`src/hdl/serv_isa_pkg.sv`:
```
package serv_isa_pkg;

   localparam int XLEN = 32;

   typedef logic [XLEN-1:0] word_t;
   typedef logic [31:0]     instr_t;
   typedef logic [4:0]      reg_addr_t;
   typedef logic [2:0]      funct3_t;
   typedef logic [6:0]      opcode_t;

   // Major opcodes
   localparam opcode_t OPC_OP     = 7'b0110011;
   localparam opcode_t OPC_OP_IMM = 7'b0010011;

   // funct3 values shared by OP and OP-IMM
   localparam funct3_t F3_ADD = 3'b000;
   localparam funct3_t F3_XOR = 3'b100;
   localparam funct3_t F3_OR  = 3'b110;
   localparam funct3_t F3_AND = 3'b111;

   // funct7 values differ only in bit 30
   localparam logic [6:0] F7_BASE = 7'b0000000;
   localparam logic [6:0] F7_SUB  = 7'b0100000;

endpackage

```
`src/hdl/serv_core_pkg.sv`:
```
package serv_core_pkg;

   typedef logic [4:0] cnt_t;

   localparam cnt_t CNT_LAST = 5'd31;

   typedef enum logic [2:0] {
      ALU_ADD,
      ALU_SUB,
      ALU_AND,
      ALU_OR,
      ALU_XOR
   } alu_op_e;

   // 32 bit cycles then one retire cycle per instruction
   typedef enum logic [1:0] {
      ST_IDLE,
      ST_RUN,
      ST_RETIRE
   } state_e;

endpackage

```
`src/hdl/serv_state.sv`:
```
`timescale 1ns/1ps
`default_nettype none

module serv_state (
   input  logic                clk,
   input  logic                i_reset,
   input  logic                i_instr_valid,
   output logic                o_busy,
   output serv_core_pkg::cnt_t o_cnt,
   output logic                o_cnt_en,
   output logic                o_cnt_first,
   output logic                o_cnt_done,
   output logic                o_retire);

   serv_core_pkg::state_e state;

   assign o_busy      = (state != serv_core_pkg::ST_IDLE);
   assign o_cnt_en    = (state == serv_core_pkg::ST_RUN);
   assign o_cnt_first = o_cnt_en && (o_cnt == '0);
   assign o_cnt_done  = o_cnt_en && (o_cnt == serv_core_pkg::CNT_LAST);
   assign o_retire    = (state == serv_core_pkg::ST_RETIRE);

   always_ff @(posedge clk) begin
      if (i_reset) begin
         state <= serv_core_pkg::ST_IDLE;
         o_cnt <= '0;
      end else begin
         case (state)
            serv_core_pkg::ST_IDLE: begin
               if (i_instr_valid) begin
                  state <= serv_core_pkg::ST_RUN;
                  o_cnt <= '0;
               end
            end
            serv_core_pkg::ST_RUN: begin
               // Counter wraps back to zero on the last bit
               o_cnt <= o_cnt + 1'b1;
               if (o_cnt_done)
                  state <= serv_core_pkg::ST_RETIRE;
            end
            default: state <= serv_core_pkg::ST_IDLE;
         endcase
      end
   end

   a_no_strobe_busy: assert property (@(posedge clk) disable iff (i_reset)
      i_instr_valid |-> !o_busy)
      else $error("Instruction strobe while core busy");

   a_run_ends: assert property (@(posedge clk) disable iff (i_reset)
      o_retire |-> o_cnt == '0)
      else $error("Bit counter ran past the last bit");

endmodule
`default_nettype wire

```
`src/hdl/serv_decode.sv`:
```
`timescale 1ns/1ps
`default_nettype none

module serv_decode (
   input  logic                     clk,
   input  logic                     i_reset,
   input  logic                     i_instr_valid,
   input  serv_isa_pkg::instr_t     i_instr,
   output serv_isa_pkg::reg_addr_t  o_rs1_addr,
   output serv_isa_pkg::reg_addr_t  o_rs2_addr,
   output serv_isa_pkg::reg_addr_t  o_rd_addr,
   output serv_core_pkg::alu_op_e   o_alu_op,
   output logic                     o_imm_sel,
   output logic                     o_rd_wen,
   output logic                     o_illegal);

   serv_isa_pkg::opcode_t  opcode;
   serv_isa_pkg::funct3_t  funct3;
   logic [6:0]             funct7;
   logic                   f3_ok;
   logic                   legal;
   serv_core_pkg::alu_op_e alu_op;

   assign opcode = i_instr[6:0];
   assign funct3 = i_instr[14:12];
   assign funct7 = i_instr[31:25];

   always_comb begin
      f3_ok  = 1'b1;
      alu_op = serv_core_pkg::ALU_ADD;
      case (funct3)
         serv_isa_pkg::F3_ADD: alu_op = serv_core_pkg::ALU_ADD;
         serv_isa_pkg::F3_XOR: alu_op = serv_core_pkg::ALU_XOR;
         serv_isa_pkg::F3_OR:  alu_op = serv_core_pkg::ALU_OR;
         serv_isa_pkg::F3_AND: alu_op = serv_core_pkg::ALU_AND;
         default:              f3_ok  = 1'b0;
      endcase

      legal = 1'b0;
      if (opcode == serv_isa_pkg::OPC_OP_IMM) begin
         legal = f3_ok;
      end else if (opcode == serv_isa_pkg::OPC_OP) begin
         if (funct7 == serv_isa_pkg::F7_BASE) begin
            legal = f3_ok;
         end else if (funct7 == serv_isa_pkg::F7_SUB &&
                      funct3 == serv_isa_pkg::F3_ADD) begin
            legal  = 1'b1;
            alu_op = serv_core_pkg::ALU_SUB;
         end
      end
   end

   always_ff @(posedge clk) begin
      if (i_reset) begin
         o_rs1_addr <= '0;
         o_rs2_addr <= '0;
         o_rd_addr  <= '0;
         o_alu_op   <= serv_core_pkg::ALU_ADD;
         o_imm_sel  <= 1'b0;
         o_rd_wen   <= 1'b0;
         o_illegal  <= 1'b0;
      end else if (i_instr_valid) begin
         o_rs1_addr <= i_instr[19:15];
         o_rs2_addr <= i_instr[24:20];
         o_rd_addr  <= i_instr[11:7];
         o_alu_op   <= alu_op;
         o_imm_sel  <= (opcode == serv_isa_pkg::OPC_OP_IMM);
         o_rd_wen   <= legal && (i_instr[11:7] != '0);
         o_illegal  <= !legal;
      end
   end

   a_no_sub_imm: assert property (@(posedge clk) disable iff (i_reset)
      o_imm_sel |-> o_alu_op != serv_core_pkg::ALU_SUB)
      else $error("Subtract decoded for an immediate form");

endmodule
`default_nettype wire

```
`src/hdl/serv_immdec.sv`:
```
`timescale 1ns/1ps
`default_nettype none

module serv_immdec (
   input  logic                 clk,
   input  logic                 i_instr_valid,
   input  serv_isa_pkg::instr_t i_instr,
   input  logic                 i_cnt_en,
   output logic                 o_imm_bit);

   logic [11:0] imm_q;

   // I-type immediate shifted out LSB first
   assign o_imm_bit = imm_q[0];

   always_ff @(posedge clk) begin
      if (i_instr_valid) begin
         imm_q <= i_instr[31:20];
      end else if (i_cnt_en) begin
         // Top bit stays put so the sign fills the upper 20 bits
         imm_q <= {imm_q[11], imm_q[11:1]};
      end
   end

endmodule
`default_nettype wire

```
`src/hdl/serv_rf.sv`:
```
`timescale 1ns/1ps
`default_nettype none

module serv_rf (
   input  logic                    clk,
   input  logic                    i_reset,
   input  serv_core_pkg::cnt_t     i_cnt,
   input  logic                    i_cnt_en,
   input  serv_isa_pkg::reg_addr_t i_rs1_addr,
   input  serv_isa_pkg::reg_addr_t i_rs2_addr,
   input  serv_isa_pkg::reg_addr_t i_rd_addr,
   input  logic                    i_rd_wen,
   input  logic                    i_rd_bit,
   output logic                    o_rs1_bit,
   output logic                    o_rs2_bit);

   serv_isa_pkg::word_t regs [32];

   // Bit i is read before the write of bit i lands, so rd may equal rs
   assign o_rs1_bit = regs[i_rs1_addr][i_cnt];
   assign o_rs2_bit = regs[i_rs2_addr][i_cnt];

   always_ff @(posedge clk) begin
      if (i_reset) begin
         for (int i = 0; i < 32; i++) begin
            regs[i] <= '0;
         end
      end else if (i_cnt_en && i_rd_wen && (i_rd_addr != '0)) begin
         regs[i_rd_addr][i_cnt] <= i_rd_bit;
      end
   end

endmodule
`default_nettype wire

```
`src/hdl/serv_alu.sv`:
```
`timescale 1ns/1ps
`default_nettype none

module serv_alu (
   input  logic                   clk,
   input  logic                   i_cnt_en,
   input  logic                   i_cnt_first,
   input  serv_core_pkg::alu_op_e i_alu_op,
   input  logic                   i_imm_sel,
   input  logic                   i_rs1_bit,
   input  logic                   i_rs2_bit,
   input  logic                   i_imm_bit,
   output logic                   o_rd_bit);

   logic sub;
   logic op_b;
   logic add_b;
   logic carry_in;
   logic carry_q;
   logic sum;

   assign sub   = (i_alu_op == serv_core_pkg::ALU_SUB);
   assign op_b  = i_imm_sel ? i_imm_bit : i_rs2_bit;
   assign add_b = op_b ^ sub;

   // Subtract is a + ~b with the +1 entering as the first carry
   assign carry_in = i_cnt_first ? sub : carry_q;
   assign sum      = i_rs1_bit ^ add_b ^ carry_in;

   always_ff @(posedge clk) begin
      if (i_cnt_en)
         carry_q <= (i_rs1_bit & add_b) | (carry_in & (i_rs1_bit ^ add_b));
   end

   always_comb begin
      case (i_alu_op)
         serv_core_pkg::ALU_AND: o_rd_bit = i_rs1_bit & op_b;
         serv_core_pkg::ALU_OR:  o_rd_bit = i_rs1_bit | op_b;
         serv_core_pkg::ALU_XOR: o_rd_bit = i_rs1_bit ^ op_b;
         default:                o_rd_bit = sum;
      endcase
   end

endmodule
`default_nettype wire

```
`src/hdl/serv_retire.sv`:
```
`timescale 1ns/1ps
`default_nettype none

module serv_retire (
   input  logic                    clk,
   input  logic                    i_reset,
   input  logic                    i_cnt_en,
   input  logic                    i_rd_bit,
   input  logic                    i_retire,
   input  serv_isa_pkg::reg_addr_t i_rd_addr,
   input  logic                    i_illegal,
   output logic                    o_rd_valid,
   output serv_isa_pkg::reg_addr_t o_rd_addr,
   output serv_isa_pkg::word_t     o_rd_data,
   output logic                    o_illegal);

   serv_isa_pkg::word_t data_q;

   // LSB arrives first and ends up at bit 0 after 32 shifts
   always_ff @(posedge clk) begin
      if (i_reset)
         data_q <= '0;
      else if (i_cnt_en)
         data_q <= {i_rd_bit, data_q[serv_isa_pkg::XLEN-1:1]};
   end

   assign o_rd_valid = i_retire;
   assign o_rd_addr  = i_rd_addr;
   assign o_rd_data  = data_q;
   assign o_illegal  = i_retire & i_illegal;

endmodule
`default_nettype wire

```
`src/hdl/serv_top.sv`:
```
`timescale 1ns/1ps
`default_nettype none

module serv_top (
   input  logic                    clk,
   input  logic                    i_reset,
   input  logic                    i_instr_valid,
   input  serv_isa_pkg::instr_t    i_instr,
   output logic                    o_busy,
   output logic                    o_rd_valid,
   output serv_isa_pkg::reg_addr_t o_rd_addr,
   output serv_isa_pkg::word_t     o_rd_data,
   output logic                    o_illegal);

   serv_core_pkg::cnt_t     cnt;
   logic                    cnt_en;
   logic                    cnt_first;
   logic                    retire;
   serv_isa_pkg::reg_addr_t rs1_addr;
   serv_isa_pkg::reg_addr_t rs2_addr;
   serv_isa_pkg::reg_addr_t rd_addr;
   serv_core_pkg::alu_op_e  alu_op;
   logic                    imm_sel;
   logic                    rd_wen;
   logic                    illegal;
   logic                    rs1_bit;
   logic                    rs2_bit;
   logic                    imm_bit;
   logic                    rd_bit;

   serv_state state (
      .clk           (clk),
      .i_reset       (i_reset),
      .i_instr_valid (i_instr_valid),
      .o_busy        (o_busy),
      .o_cnt         (cnt),
      .o_cnt_en      (cnt_en),
      .o_cnt_first   (cnt_first),
      .o_cnt_done    (),
      .o_retire      (retire));

   serv_decode decode (
      .clk           (clk),
      .i_reset       (i_reset),
      .i_instr_valid (i_instr_valid),
      .i_instr       (i_instr),
      .o_rs1_addr    (rs1_addr),
      .o_rs2_addr    (rs2_addr),
      .o_rd_addr     (rd_addr),
      .o_alu_op      (alu_op),
      .o_imm_sel     (imm_sel),
      .o_rd_wen      (rd_wen),
      .o_illegal     (illegal));

   serv_immdec immdec (
      .clk           (clk),
      .i_instr_valid (i_instr_valid),
      .i_instr       (i_instr),
      .i_cnt_en      (cnt_en),
      .o_imm_bit     (imm_bit));

   serv_rf rf (
      .clk        (clk),
      .i_reset    (i_reset),
      .i_cnt      (cnt),
      .i_cnt_en   (cnt_en),
      .i_rs1_addr (rs1_addr),
      .i_rs2_addr (rs2_addr),
      .i_rd_addr  (rd_addr),
      .i_rd_wen   (rd_wen),
      .i_rd_bit   (rd_bit),
      .o_rs1_bit  (rs1_bit),
      .o_rs2_bit  (rs2_bit));

   serv_alu alu (
      .clk         (clk),
      .i_cnt_en    (cnt_en),
      .i_cnt_first (cnt_first),
      .i_alu_op    (alu_op),
      .i_imm_sel   (imm_sel),
      .i_rs1_bit   (rs1_bit),
      .i_rs2_bit   (rs2_bit),
      .i_imm_bit   (imm_bit),
      .o_rd_bit    (rd_bit));

   serv_retire retire_stage (
      .clk        (clk),
      .i_reset    (i_reset),
      .i_cnt_en   (cnt_en),
      .i_rd_bit   (rd_bit),
      .i_retire   (retire),
      .i_rd_addr  (rd_addr),
      .i_illegal  (illegal),
      .o_rd_valid (o_rd_valid),
      .o_rd_addr  (o_rd_addr),
      .o_rd_data  (o_rd_data),
      .o_illegal  (o_illegal));

endmodule
`default_nettype wire

```
`config.mk`:
```
export PLATFORM = sky130hd
export DESIGN_NAME = serv_top
export DESIGN_NICKNAME = d
export VERILOG_FILES = /design/src/hdl/serv_isa_pkg.sv /design/src/hdl/serv_core_pkg.sv /design/src/hdl/serv_state.sv /design/src/hdl/serv_decode.sv /design/src/hdl/serv_immdec.sv /design/src/hdl/serv_rf.sv /design/src/hdl/serv_alu.sv /design/src/hdl/serv_retire.sv /design/src/hdl/serv_top.sv
export SDC_FILE = /design/constraint.sdc
export NUM_CORES = 2
export LEC_CHECK = 0
export ABC_CLOCK_PERIOD_IN_PS = 6900
export BUFFER_PORTS_ARGS = -buffer_cell sky130_fd_sc_hd__buf_2
export CAP_MARGIN = 15
export CORE_ASPECT_RATIO = 0.7
export CORE_MARGIN = 10
export CORE_UTILIZATION = 49
export DETAILED_ROUTE_END_ITERATION = 16
export HOLD_SLACK_MARGIN = 0.12
export PLACE_DENSITY = 0.75
export SLEW_MARGIN = 20
export SYNTH_ARGS = -nofsm -noshare
export SYNTH_HDL_FRONTEND = slang
export SYNTH_SLANG_ARGS = --single-unit
```
`constraint.sdc`:
```
create_clock -name clk -period 6.9 [get_ports clk]
set_clock_uncertainty 0.15 [all_clocks]
set_input_delay 0.69 -clock clk [delete_from_list [all_inputs] [get_ports clk]]
set_output_delay 0.69 -clock clk [all_outputs]
set_load 0.03 [all_outputs]
```
==> results.cfg <==
[worst_setup_path]
r2r_end = rf.regs[4][31]$_SDFFCE_PN0P_
r2r_cells = 19
cp_max_fo = 39
path_class = reg2reg
cp.arrival_ns = 6.67
endpoint_kind = register
cp-start-kind = register
cp.required_ns = 7.22
r2r_slack_ns = 0.55

[yosys]
yosys.area.top_type = edfxtp_1
yosys_warnings = 0
synth_cells = 6457
synthArstFlopShare_pct = 0
yosysSeqAreaShare_pct = 47.1
synth.distinct_cells = 71
netlist_area_um2 = 69100
synthFlopType = edfxtp_1
synth_area_leaders = edfxtp_1 45%, mux4_2 15%, nand2b_1 9.2%
synth_top_area_share_pct = 45.0
avgSynthCellArea_um2 = 10.7
synth_most_common_cell = nand2_1
synth_edf_count = 1037
ys_top_cells_by_count = 1,193 x nand2_1, 1,055 x a21oi_1, 1,037 x edfxtp_1, 1,012 x nand2b_1, 519 x clkbuf_1
ys_seq_elements = 1107

[grt]
grt_max_degree = 145
grtUsageTotal_pct = 28.7
grt_pass1_vias = 52400
grt_pass1_wl_um = 339000
grt_overflow = 0
antenna_found_initial = 12

[floorplan]
core_um2 = 140000
pin_count = 75
fp.dieArea_um2 = 157000
start_util_pct = 49.3
die_x_um = 469
die_h_um = 334
rows = 115

[sta]
fmax_mhz = 158
rsz0062_at_grt = no
finalSetupViolCount = 0
timing.final.crit_share_pct = 92.0
drv_slew = 0
fin_tns_setup_ns = 0
slew_headroom_pct = 17.4
tightest_slew_ns = 1.24
hold_viol = 0
finalCriticalPeriod_ns = 6.35

[route]
via_count = 55900
via_per_inst = 6.84
drc_errors = 0
drt_iter0_markers = 10400
wire_per_inst_um = 28.6
antenna_left = 0
drt_pass1_iterations = 9
wl_um = 234000

[hold_path]
hold_start = i_instr[25]
whs_endpoint = immdec.imm_q[5]$_DFFE_PP_
hold_depth = 2
hold_path_class = in2reg

[cts]
htree_levels = 3
clk_pin_slew_worst_paths_ns = 0.07
clk_path_buf_depth = 3
cts.sinks = 1107
numCtsBuffers = 105
cts_tree = done
postCtsSetupRepairBufs = 0
clk_latency_ns = 0.76
root_buffer = clkbuf_16

[job]
drv_cap = 0

[power]
ir_drop_uv = 235
powerDensity_nw_per_um2 = 239
leakage_nw = 25.2

[placed_design]
dp_cells = 7939
gp_congestion = 0.933
dp_hpwl_um = 140000
portBuffers = 74

[final_layout]
drive_gt1_share_pct = 18.0
areaGrowthSynthToFinish_pct = 8.93
fin_nets = 6239
fin_cells = 8168

[outcome]
status = finished, final reports clean
==> state kept, by name, summed over array words and instances, names as in the netlist, 3 cells and up, named ones only <==
name	count
decode.o_alu_op	3
decode.o_rd_addr	5
decode.o_rs1_addr	5
decode.o_rs2_addr	5
immdec.imm_q	12
retire_stage.o_rd_data	32
rf.regs	1024
state.o_cnt	5
==> placed cells by master (no fill, tap or decap), drive strengths merged, types with 9 or more instances in the layout <==
master / instances
nand2: 1193
a21oi: 1065
edfxtp: 1037
nand2b: 1012
mux4: 474
buf: 356
mux2i: 184
nor2: 140
clkbuf: 122
dfxtp: 70
a22oi: 69
clkinv: 51
mux2: 44
nand3: 43
o21ai: 37
conb: 32
nor2b: 28
dlygate4sd3: 23
inv: 23
a31oi: 22
and2: 18
a211oi: 16
nand4: 16
a221oi: 15
o22ai: 14
diode: 13
and3: 13
nor3: 12
nor4: 12
o2111ai: 12
bufinv: 11
nand3b: 10
a32oi: 9
==> timing repair <==
item,4_1_cts,5_1_grt
setup endpoints to repair,0,0
hold endpoints to repair,35,0
gates resized for setup,0,0
hold buffers,23,0
==> logic make-up after synthesis <==
logic type,count (synthesis),share of synthesized area (%)
XOR/XNOR,2,0.0253
AND/OR/NAND/NOR,2527,18.0
other,1,0.00542
buffers and inverters,795,5.46
AO/OA/AOI/OAI,1316,10.5
multiplexers,702,18.8
adder cells (fa/ha/maj),7,0.127
flip-flops,1107,47.1
==> worst max-delay path by stage <==
stage / startpoint / slack, ns / to / cells past startpoint
2_1_floorplan: register / 1.79 / rf.regs[12][19]$_SDFFCE_PN0P_ / 21
3_3_place_gp: register / 0.84 / rf.regs[6][19]$_SDFFCE_PN0P_ / 19
3_5_place_dp: register / 0.86 / rf.regs[4][31]$_SDFFCE_PN0P_ / 19
4_1_cts: register / 0.82 / rf.regs[4][31]$_SDFFCE_PN0P_ / 19
5_1_grt: register / 0.38 / rf.regs[2][19]$_SDFFCE_PN0P_ / 19
6_report: register / 0.55 / rf.regs[4][31]$_SDFFCE_PN0P_ / 19
==> cell type report <==
type                            count  area, µm²
Fill cell                       11600      65000
Clock buffer                      122       2760
Sequential cell                  1107      32600
Tap cell                         1872       2340
Clock inverter                     71        644
Timing Repair Buffer              379       3540
Multi-Input combinational cell   4586      33300
Antenna cell                       13       32.5
Inverter                           18       67.6
==> per-stage QoR <==
stage          power (mW)  hold WS (ns)  util [%]  instance area [µm²]  worst slack, ns
2_1_floorplan        10.2         0.295         -                69300             1.79
3_3_place_gp         11.8         0.288      51.0                71600            0.837
3_5_place_dp         11.9         0.293      51.0                71600            0.860
4_1_cts              17.8         0.124      53.6                75300            0.819
5_1_grt              18.3         0.144      53.7                75300            0.381
6_report             18.0         0.140      53.7                75300            0.552
==> layer usage <==
metal  wire (µm)  global-route usage (%)
met5         109                       0
met2       97700                    40.1
met4       12700                    13.7
met3       42800                    12.6
met1       80300                    37.8
==> report_power, final <==
part / switching (mW) / internal [mW]
sequential: 0.226 / 7.60
combinational: 2.50 / 1.60
clock: 2.78 / 3.28
total: 5.51 / 12.5
==> worst max-delay path: stages, from the launching register on <==
cell and delay (ns):
dfxtp_4 1.00, buf_4 0.42, mux4_2 0.54, a22oi_1 0.29, a21oi_1 0.11, nor4_1 0.35
buf_4 0.21, and4b_1 0.19, a211oi_1 0.62, a31oi_2 0.21, xnor2_1 0.30, xor2_1 0.18
ha_1 0.26, inv_1 0.08, o22ai_1 0.11, o21ai_4 0.20, buf_12 0.18, buf_12 0.20
buf_12 0.20, a21oi_1 0.09
Power figures use the tool's default switching activity.
